[src/cache_cfg_pkg.sv]
package cache_cfg_pkg;

    localparam int ADDR_W          = 16;                        // byte address width
    localparam int WORD_W          = 16;                        // instruction word width
    localparam int OFFSET_W        = 4;                         // byte offset inside a 16-byte block
    localparam int INDEX_W         = 5;                         // set index bits, 32 sets
    localparam int TAG_W           = 7;                         // what is left of the address
    localparam int WORDS_PER_BLOCK = 8;                         // words fetched on every refill
    localparam int WORD_BYTES      = 2;                         // fetch address step between words

    localparam int WORD_SEL_W      = $clog2(WORDS_PER_BLOCK);   // word-in-block bits of the offset
    localparam int BYTE_SEL_W      = OFFSET_W - WORD_SEL_W;     // byte-in-word bits, always zero here
    localparam int SETS            = 1 << INDEX_W;              // direct mapped, one line per set
    localparam int DATA_WORDS      = SETS * WORDS_PER_BLOCK;    // depth of the data array
    localparam int WORD_CNT_W      = WORD_SEL_W;                // refill word counter width

    // the offset splits into the word inside the block and the byte inside the word
    typedef struct packed {
        logic [WORD_SEL_W-1:0] word;                            // selects one of eight words
        logic [BYTE_SEL_W-1:0] byte_sel;                        // ignored since fetches are word aligned
    } block_offset_t;

    // field view of an address as the arrays see it
    typedef struct packed {
        logic [TAG_W-1:0]   tag;                                // compared against the stored tag
        logic [INDEX_W-1:0] index;                              // picks the set
        block_offset_t      offset;                             // position inside the block
    } cache_addr_fields_t;

    // buses carry the raw word while the arrays decode the fields of the same bits
    typedef union packed {
        logic [ADDR_W-1:0]  raw;                                // flat byte address
        cache_addr_fields_t f;                                  // tag, index and offset view
    } cache_addr_u;

    // one entry of the tag store
    typedef struct packed {
        logic             valid;                                // line holds a complete block
        logic [TAG_W-1:0] tag;                                  // upper address bits of that block
    } tag_entry_t;

endpackage

[src/cache_bus_pkg.sv]
package cache_bus_pkg;

    import cache_cfg_pkg::*;

    localparam int MEM_LATENCY = 4;                             // cycles from read pulse to data pulse
    localparam int LAT_CNT_W   = $clog2(MEM_LATENCY + 1);       // counter must reach MEM_LATENCY

    // requester side of the four-phase handshake
    typedef struct packed {
        logic              req;                                 // held high until ack is seen
        logic [ADDR_W-1:0] addr;                                // byte address of the wanted word
    } cpu_req_t;

    // cache answer to the requester
    typedef struct packed {
        logic              ack;                                 // data below is valid while this is high
        logic [WORD_W-1:0] data;                                // the fetched instruction word
    } cpu_resp_t;

    // one-cycle read pulse toward main memory
    typedef struct packed {
        logic              valid;                               // pulses once per word read
        logic [ADDR_W-1:0] addr;                                // word aligned byte address
    } mem_rd_req_t;

    // memory answers exactly MEM_LATENCY cycles after the request
    typedef struct packed {
        logic              valid;                               // one-cycle data pulse
        logic [WORD_W-1:0] data;                                // word at the requested address
    } mem_rd_resp_t;

endpackage

[src/cache_tag_array.sv]
`timescale 1ns/1ps

module cache_tag_array
    import cache_cfg_pkg::*;
(
    input  logic        clk,
    input  logic        reset,
    input  cache_addr_u lookup_addr,
    input  logic        tag_wr,
    input  cache_addr_u fill_addr,
    input  logic        flush,
    output logic        hit
);

    tag_entry_t tags_q [SETS];                                  // one entry per set
    tag_entry_t lookup_entry;                                   // entry selected by the lookup index

    assign lookup_entry = tags_q[lookup_addr.f.index];

    // a hit needs a valid line whose stored tag matches the lookup tag
    assign hit = lookup_entry.valid && (lookup_entry.tag == lookup_addr.f.tag);

    // only the valid bits are cleared, stale tags are harmless once invalid
    always_ff @(posedge clk) begin
        if (reset || flush) begin
            for (int s = 0; s < SETS; s++) begin
                tags_q[s].valid <= 1'b0;                        // whole cache becomes empty
            end
        end else if (tag_wr) begin
            tags_q[fill_addr.f.index].valid <= 1'b1;            // block is complete in the data array
            tags_q[fill_addr.f.index].tag   <= fill_addr.f.tag; // remember which block it is
        end
    end

    // flush comes through the controller and tag writes come from the refill machine
    // so the two must never land on the same edge
    a_no_flush_during_fill : assert property (
        @(posedge clk) disable iff (reset)
        !(tag_wr && flush)
    ) else $error("tag write and flush in the same cycle");

endmodule

[src/cache_data_array.sv]
`timescale 1ns/1ps

module cache_data_array
    import cache_cfg_pkg::*;
(
    input  logic              clk,
    input  cache_addr_u       rd_addr,
    output logic [WORD_W-1:0] rd_data,
    input  logic              data_wr,
    input  cache_addr_u       wr_addr,
    input  logic [WORD_W-1:0] wr_data
);

    localparam int IDX_W = INDEX_W + WORD_SEL_W;                // set and word together address a word

    logic [WORD_W-1:0] words_q [DATA_WORDS];                    // every word of every cached block
    logic [IDX_W-1:0]  rd_idx;                                  // flat read position
    logic [IDX_W-1:0]  wr_idx;                                  // flat write position

    // the byte select bit is dropped since every access is a whole word
    assign rd_idx = {rd_addr.f.index, rd_addr.f.offset.word};
    assign wr_idx = {wr_addr.f.index, wr_addr.f.offset.word};

    // refill writes one word per memory response
    always_ff @(posedge clk) begin
        if (data_wr) begin
            words_q[wr_idx] <= wr_data;                         // lands in the cycle of the response
        end
    end

    // registered read so the word is ready one cycle after the address
    always_ff @(posedge clk) begin
        rd_data <= words_q[rd_idx];                             // read before write on a clash
    end

endmodule

[src/cache_fill_fsm.sv]
`timescale 1ns/1ps

module cache_fill_fsm
    import cache_cfg_pkg::*;
    import cache_bus_pkg::*;
(
    input  logic              clk,
    input  logic              reset,
    input  logic              fill_start,
    input  cache_addr_u       miss_addr,
    output logic              fill_busy,
    output mem_rd_req_t       mem_rd_req,
    input  mem_rd_resp_t      mem_rd_resp,
    output logic              data_wr,
    output cache_addr_u       wr_addr,
    output logic [WORD_W-1:0] wr_data,
    output logic              tag_wr
);

    typedef enum logic {
        ST_IDLE,                                                // waiting for a miss
        ST_FILL                                                 // fetching the block word by word
    } fill_state_t;

    fill_state_t           state_q;
    logic [LAT_CNT_W-1:0]  lat_cnt_q;                           // cycles since the open read, zero when none
    logic [WORD_CNT_W-1:0] word_cnt_q;                          // responses received so far
    cache_addr_u           fetch_addr_q;                        // address of the read in flight
    logic                  rd_issue;                            // a new read goes out this cycle
    logic                  last_word;                           // counter sits on the final word

    assign rd_issue  = (state_q == ST_FILL) && (lat_cnt_q == '0);
    assign last_word = word_cnt_q == WORD_CNT_W'(WORDS_PER_BLOCK - 1);

    assign data_wr   = (state_q == ST_FILL) && mem_rd_resp.valid; // every response is written
    assign tag_wr    = data_wr && last_word;                    // tag goes in with the eighth word
    assign wr_addr   = fetch_addr_q;                            // response belongs to the open read
    assign wr_data   = mem_rd_resp.data;
    assign fill_busy = state_q == ST_FILL;                      // drops in the cycle after the tag write

    assign mem_rd_req.valid = rd_issue;
    assign mem_rd_req.addr  = fetch_addr_q.raw;

    always_ff @(posedge clk) begin
        if (reset) begin
            state_q <= ST_IDLE;
        end else begin
            case (state_q)
                ST_IDLE: if (fill_start) state_q <= ST_FILL;    // controller saw a miss
                ST_FILL: if (tag_wr) state_q <= ST_IDLE;        // whole block is in place
                default: state_q <= ST_IDLE;
            endcase
        end
    end

    // the latency counter starts at one with the read and parks at MEM_LATENCY
    // until data comes back, so a nonzero value means a read is outstanding
    always_ff @(posedge clk) begin
        if (reset) begin
            lat_cnt_q <= '0;
        end else if (data_wr) begin
            lat_cnt_q <= '0;                                    // next read may go out next cycle
        end else if (rd_issue) begin
            lat_cnt_q <= LAT_CNT_W'(1);
        end else if (lat_cnt_q != '0 && lat_cnt_q != LAT_CNT_W'(MEM_LATENCY)) begin
            lat_cnt_q <= lat_cnt_q + 1'b1;
        end
    end

    always_ff @(posedge clk) begin
        if (reset) begin
            word_cnt_q <= '0;
        end else if (data_wr) begin
            word_cnt_q <= word_cnt_q + 1'b1;                    // wraps to zero after the last word
        end
    end

    // the block base keeps tag and index of the miss with a cleared offset
    always_ff @(posedge clk) begin
        if (state_q == ST_IDLE && fill_start) begin
            fetch_addr_q.f.tag    <= miss_addr.f.tag;
            fetch_addr_q.f.index  <= miss_addr.f.index;
            fetch_addr_q.f.offset <= '0;
        end else if (data_wr) begin
            fetch_addr_q.raw <= fetch_addr_q.raw + ADDR_W'(WORD_BYTES); // step to the next word
        end
    end

    a_one_read_outstanding : assert property (
        @(posedge clk) disable iff (reset)
        mem_rd_req.valid |=> !mem_rd_req.valid [*MEM_LATENCY]
    ) else $error("memory read issued while another is outstanding");

    a_resp_only_in_fill : assert property (
        @(posedge clk) disable iff (reset)
        mem_rd_resp.valid |-> state_q == ST_FILL && lat_cnt_q == LAT_CNT_W'(MEM_LATENCY)
    ) else $error("memory response arrived outside a refill or off its latency");

    a_start_only_in_idle : assert property (
        @(posedge clk) disable iff (reset)
        fill_start |-> state_q == ST_IDLE
    ) else $error("refill requested while a refill is running");

endmodule

[src/cache_access_ctrl.sv]
`timescale 1ns/1ps

module cache_access_ctrl
    import cache_cfg_pkg::*;
    import cache_bus_pkg::*;
(
    input  logic              clk,
    input  logic              reset,
    input  cpu_req_t          cpu_req,
    output cpu_resp_t         cpu_resp,
    output cache_addr_u       lookup_addr,
    input  logic              hit,
    input  logic [WORD_W-1:0] rd_data,
    output logic              fill_start,
    input  logic              fill_busy,
    input  logic              flush_req,
    output logic              flush
);

    typedef enum logic [2:0] {
        ST_IDLE,                                                // no request, flush allowed
        ST_LOOKUP,                                              // tag compare on the latched address
        ST_READ,                                                // data array word is on rd_data
        ST_ACK_WAIT,                                            // ack high until req drops
        ST_FILL_WAIT,                                           // refill in progress
        ST_RELEASE                                              // ack just dropped, flush still held off
    } ctrl_state_t;

    ctrl_state_t       state_q, state_d;
    cache_addr_u       addr_q;                                  // request address for lookup and refill
    logic              ack_q;
    logic [WORD_W-1:0] data_q;                                  // held for as long as ack is high
    logic              accept;                                  // a new request is taken this cycle

    assign accept      = (state_q == ST_IDLE || state_q == ST_RELEASE) && cpu_req.req;
    assign lookup_addr = addr_q;
    assign fill_start  = (state_q == ST_LOOKUP) && !hit;        // one pulse per miss
    assign flush       = flush_req && (state_q == ST_IDLE);     // never during a lookup or refill
    assign cpu_resp    = '{ack: ack_q, data: data_q};

    always_comb begin
        state_d = state_q;
        case (state_q)
            ST_IDLE,
            ST_RELEASE:   state_d = cpu_req.req ? ST_LOOKUP : ST_IDLE;
            ST_LOOKUP:    state_d = hit ? ST_READ : ST_FILL_WAIT;
            ST_READ:      state_d = ST_ACK_WAIT;
            ST_ACK_WAIT:  if (!cpu_req.req) state_d = ST_RELEASE; // four-phase return to zero
            ST_FILL_WAIT: if (!fill_busy) state_d = ST_LOOKUP;    // block landed, look again
            default:      state_d = ST_IDLE;
        endcase
    end

    always_ff @(posedge clk) begin
        if (reset) begin
            state_q <= ST_IDLE;
            ack_q   <= 1'b0;
        end else begin
            state_q <= state_d;
            if (state_q == ST_READ) begin
                ack_q <= 1'b1;                                  // two edges after req was taken
            end else if (state_q == ST_ACK_WAIT && !cpu_req.req) begin
                ack_q <= 1'b0;                                  // one edge after req is seen low
            end
        end
    end

    always_ff @(posedge clk) begin
        if (accept) addr_q.raw <= cpu_req.addr;                 // requester holds it stable anyway
        if (state_q == ST_READ) data_q <= rd_data;              // registered word from the array
    end

    a_ack_follows_req : assert property (
        @(posedge clk) disable iff (reset)
        (!cpu_req.req && $past(!cpu_req.req)) |-> !cpu_resp.ack
    ) else $error("ack still high after req stayed low for two cycles");

endmodule

[src/icache_top.sv]
`timescale 1ns/1ps

module icache_top
    import cache_cfg_pkg::*;
    import cache_bus_pkg::*;
(
    input  logic         clk,
    input  logic         reset,
    input  logic         flush_req,
    input  cpu_req_t     cpu_req,
    output cpu_resp_t    cpu_resp,
    output mem_rd_req_t  mem_rd_req,
    input  mem_rd_resp_t mem_rd_resp
);

    cache_addr_u       lookup_addr;                             // shared by tag compare and data read
    cache_addr_u       wr_addr;                                 // refill word position, also names the tag
    logic              hit;
    logic [WORD_W-1:0] rd_data;
    logic [WORD_W-1:0] wr_data;
    logic              fill_start;
    logic              fill_busy;
    logic              flush;                                   // flush_req after the idle gate
    logic              data_wr;
    logic              tag_wr;

    cache_access_ctrl u_ctrl (
        .clk         (clk),
        .reset       (reset),
        .cpu_req     (cpu_req),
        .cpu_resp    (cpu_resp),
        .lookup_addr (lookup_addr),
        .hit         (hit),
        .rd_data     (rd_data),
        .fill_start  (fill_start),
        .fill_busy   (fill_busy),
        .flush_req   (flush_req),
        .flush       (flush)
    );

    cache_tag_array u_tags (
        .clk         (clk),
        .reset       (reset),
        .lookup_addr (lookup_addr),
        .tag_wr      (tag_wr),
        .fill_addr   (wr_addr),                                 // last word address carries tag and index
        .flush       (flush),
        .hit         (hit)
    );

    cache_data_array u_data (
        .clk         (clk),
        .rd_addr     (lookup_addr),
        .rd_data     (rd_data),
        .data_wr     (data_wr),
        .wr_addr     (wr_addr),
        .wr_data     (wr_data)
    );

    cache_fill_fsm u_fill (
        .clk         (clk),
        .reset       (reset),
        .fill_start  (fill_start),
        .miss_addr   (lookup_addr),                             // the address that just missed
        .fill_busy   (fill_busy),
        .mem_rd_req  (mem_rd_req),
        .mem_rd_resp (mem_rd_resp),
        .data_wr     (data_wr),
        .wr_addr     (wr_addr),
        .wr_data     (wr_data),
        .tag_wr      (tag_wr)
    );

endmodule

[config.mk]
export PLATFORM = sky130hd
export DESIGN_NAME = icache_top
export DESIGN_NICKNAME = d
export VERILOG_FILES = /design/src/cache_cfg_pkg.sv /design/src/cache_bus_pkg.sv /design/src/cache_tag_array.sv /design/src/cache_data_array.sv /design/src/cache_fill_fsm.sv /design/src/cache_access_ctrl.sv /design/src/icache_top.sv
export SDC_FILE = /design/constraint.sdc
export NUM_CORES = 2
export LEC_CHECK = 0
export BUFFER_PORTS_ARGS = -buffer_cell sky130_fd_sc_hd__buf_4
export CAP_MARGIN = 10
export CORE_MARGIN = 2
export CORE_UTILIZATION = 55
export DETAILED_ROUTE_END_ITERATION = 8
export PLACE_DENSITY = 0.71
export RECOVER_POWER = 50
export SYNTH_ARGS = -nofsm -noshare
export SYNTH_HDL_FRONTEND = slang
export SYNTH_MEMORY_MAX_BITS = 65536
export SYNTH_SLANG_ARGS = --single-unit
[constraint.sdc]
create_clock -name clk -period 8 [get_ports clk]
set_input_delay 0.4 -clock clk [delete_from_list [all_inputs] [get_ports clk]]
set_output_delay 0.4 -clock clk [all_outputs]
set_load 0.005 [all_outputs]
==> impl_metrics.ini <==
[yosys]
synth-edff-count = 4363
ys_types = 45
syn-cell-area_mm2 = 0.169
post_synth_inst_count = 6886
ys_warn_count = 0
synth_seq_cells = 4430
postSynth.topFlopCell = edfxtp_1
postSynthNetCount = 6931
synth-seq-area-share_pct = 78.3
avgSynthCellArea_um2 = 24.5
synth-async-reset-ratio_pct = 0

[finish]
layout.cells.most_common = edfxtp_1
synthToLayoutAreaGrowth_pct = 12.5
area_of_all_placed_cells_without_fillers_mm2 = 0.190
post_route_cells_drive_above_1_share_pct = 31.2
most-common-layout-cells = edfxtp_1 (4363), mux4_2 (1394), clkbuf_16 (428), buf_4 (324), nor2_1 (307)
number_of_nets_in_the_final_layout = 7435

[timing]
timing_max_transition_violations_final = 2993
maxClockFrequency_ghz = 0.168
finalWorstPathRequiredPeriod_ps = 5950
worst-slew-pin-transition_ps = 5850
finalHoldWorstSlack_ps = 172
setup-violations-final = 0
final_min_period_over_clock_period_pct = 74.4
rsz0062_at_grt = no
worst_clock_skew_ps = 40.3
setup_total_neg_slack_ps = 0
number_of_hold_violations_in_the_final_report = 0
relSlewSlack_pct = -290
final_critical_path_setup_slack_ps = 2050

[placement]
dp_hpwl_um = 223000
placed_area_mm2 = 0.176
finalWeightedCongestion = 0.827
numPortBuffers = 68
place_worst_setup_slack_ps = 3220

[global_route]
antenna_found_initial = 12
first_global_vias = 77900
met1_usage_pct = 36.6
grt_pass1_wl_um = 567000
pin_count_of_the_biggest_net_entering_global_routing = 163
grt.met2_usage_pct = 40.8
gr-total-overflow = 0
groute.usage.overall_pct = 25.7
grtUsageMet3_pct = 4.96
busiest_layer = met2

[power]
switchingPower_mw = 10.4
power.leakage_nw = 59.1
clockPowerShare_pct = 41.0
p_comb_share_pct = 6.2
seq_power_share_pct = 52.8
p_sw_share_pct = 21.5
p_total_mw = 48.7
vdd.ir_drop.worst_v = 0.000212
powerDensity_mw_per_mm2 = 256
cellInternalPower_mw = 38.2

[hold_path]
holdCritStartpoint = mem_rd_resp[2]
timing.hold.worst_path_depth = 1
worst_hold_path_type = primary input to flop
min_delay_worst_endpoint = u_data.words_q[11][2]$_DFFE_PP_

[setup_path]
critPathCaptureType = flop
criticalPathCategory = primary input to flop
reg_to_reg_setup_timing_slack_ps = 3130
worstRegToRegCells = 8
path_max_fanout = 106
startpoint_type = primary input
worstReg2RegEnd = u_fill.wr_addr[4]$_DFFE_PP_
cp_data_arrival_time_ps = 6460
cp.required_ps = 8510

[clock_tree]
clock_path_buffers = 4
clock_root_buffer = clkbuf_16
cts.sink_count = 4430
worstSkewPairLatency_ps = 970
cts_tree = done
ctsHtreeMaxLevel = 5
postCtsSetupBuffers = 0
number_of_buffers_added_by_the_clock_tree_synthesis_step = 424
clkTransAtPathRegs_ps = 60

[die]
fp.dieW_um = 558
dieHeight_um = 558
dieArea_mm2 = 0.312
design.portCount = 71
row_count = 203
fp.coreArea_mm2 = 0.306
initial_core_utilization_pct = 55.3

[detailed_routing]
detail_route.vias_per_cell = 6.55
detail_route.wirelength_um = 398000
drt_first_iter_violations = 11000
wl_per_cell_um = 33.6
post-route-drc-count = 0
drt.antenna.violating_nets = 0
detail_route.first_pass.iterations = 6
total_number_of_vias = 77700

[run_status]
status = finished, violations left
violations = max-capacitance violations, max-slew violations

[flow_run]
max-cap-violations = 42
[kinds of logic after synthesis]
group	count (synthesis)	share of synthesized area [%]
xor gates and xnor gates	24	0.124
muxes	1442	18.9
other	1	0.00222
adders and majority gates	8	0.0592
DFF	4430	78.3
and+or+nand+nor	453	1.11
AOI/OAI and AO/OA	130	0.547
buffers and inverters	398	0.999
[Yosys cell counts, drive strengths merged (10+ instances only)]
| library cell | instances | share of area (%) |
|---|---|---|
| inv | 14 | 0.031 |
| clkbuf | 215 | 0.48 |
| dfxtp | 67 | 0.79 |
| nand2 | 51 | 0.11 |
| mux2i | 41 | 0.24 |
| buf | 169 | 0.49 |
| xnor2 | 10 | 0.052 |
| o22ai | 11 | 0.041 |
| nand3 | 34 | 0.10 |
| a21o | 33 | 0.15 |
| xor2 | 14 | 0.073 |
| nor2 | 312 | 0.69 |
| mux4 | 1394 | 19 |
| a22oi | 47 | 0.21 |
| edfxtp | 4363 | 78 |
| a21oi | 12 | 0.036 |
| nor2b | 16 | 0.059 |
[through the flow]
step / std cells / util [%]
3_5_place_dp: 11000 / 57.7
2_1_floorplan: 6886 / -
6_report: 11900 / 62.2
3_3_place_gp: 11000 / 57.7
5_1_grt: 11900 / 62.2
4_1_cts: 11900 / 62.3
[layout make-up]
cell class | count | area [um2]
fillers | 19900 | 116000
inverters | 14 | 62.6
well taps | 4100 | 5130
diodes | 10 | 25.0
multi-input cells | 2058 | 35100
clock buffers | 522 | 11200
flip-flops and latches | 4430 | 132000
clock inverters | 268 | 2680
repair buffers | 462 | 3660
[flip-flops by register name, indices dropped and copies added (netlist names), 3 cells and up, named ones only]
signal,cells
u_fill.lat_cnt_q,3
u_ctrl.data_q,16
u_fill.wr_addr,15
u_ctrl.state_q,3
u_ctrl.lookup_addr,15
u_data.rd_data,16
u_tags.tags_q,256
u_data.words_q,4096
u_fill.word_cnt_q,3
[metal layers]
metal  routed length, um  up-vias
li1                    -    30800
met1              152000    42000
met2              193000     4310
met3               39300      685
met4               14000        6
met5                  32        -
[power by group through the flow]
stage	sequential [mW]	combinational (mW)	clock (mW)
6_report	25.7	3.01	19.9
3_5_place_dp	26.2	3.01	0
5_1_grt	25.7	3.15	21.0
4_1_cts	25.7	3.03	20.2
3_3_place_gp	26.1	2.94	0
2_1_floorplan	26.1	1.77	0
[timing repair]
action,in CTS,in global routing
hold endpoints to repair,72,0
endpoints found under the setup margin,0,0
resized for setup,0,0
hold buffers,19,0
[critical path, stage by stage]
cell and delay, ps:
clkbuf_1 3380, buf_4 1000, clkbuf_2 1290
[how the worst max path moves through the flow]
stage	start	end	slack, ps	depth (start not counted)
after floorplan	flop	u_fill.wr_addr[10]$_DFFE_PP_	4370	11
after global placement	flop	u_fill.wr_addr[15]$_DFFE_PP_	3280	9
after detailed placement	flop	u_fill.wr_addr[13]$_DFFE_PP_	3220	8
after CTS	flop	u_fill.wr_addr[4]$_DFFE_PP_	3200	8
after global routing	mem_rd_resp[10]	u_data.words_q[104][10]$_DFFE_PP_	1550	2
final	mem_rd_resp[3]	u_data.words_q[45][3]$_DFFE_PP_	2050	3
Note: power is estimated with default switching activity, not from simulation.
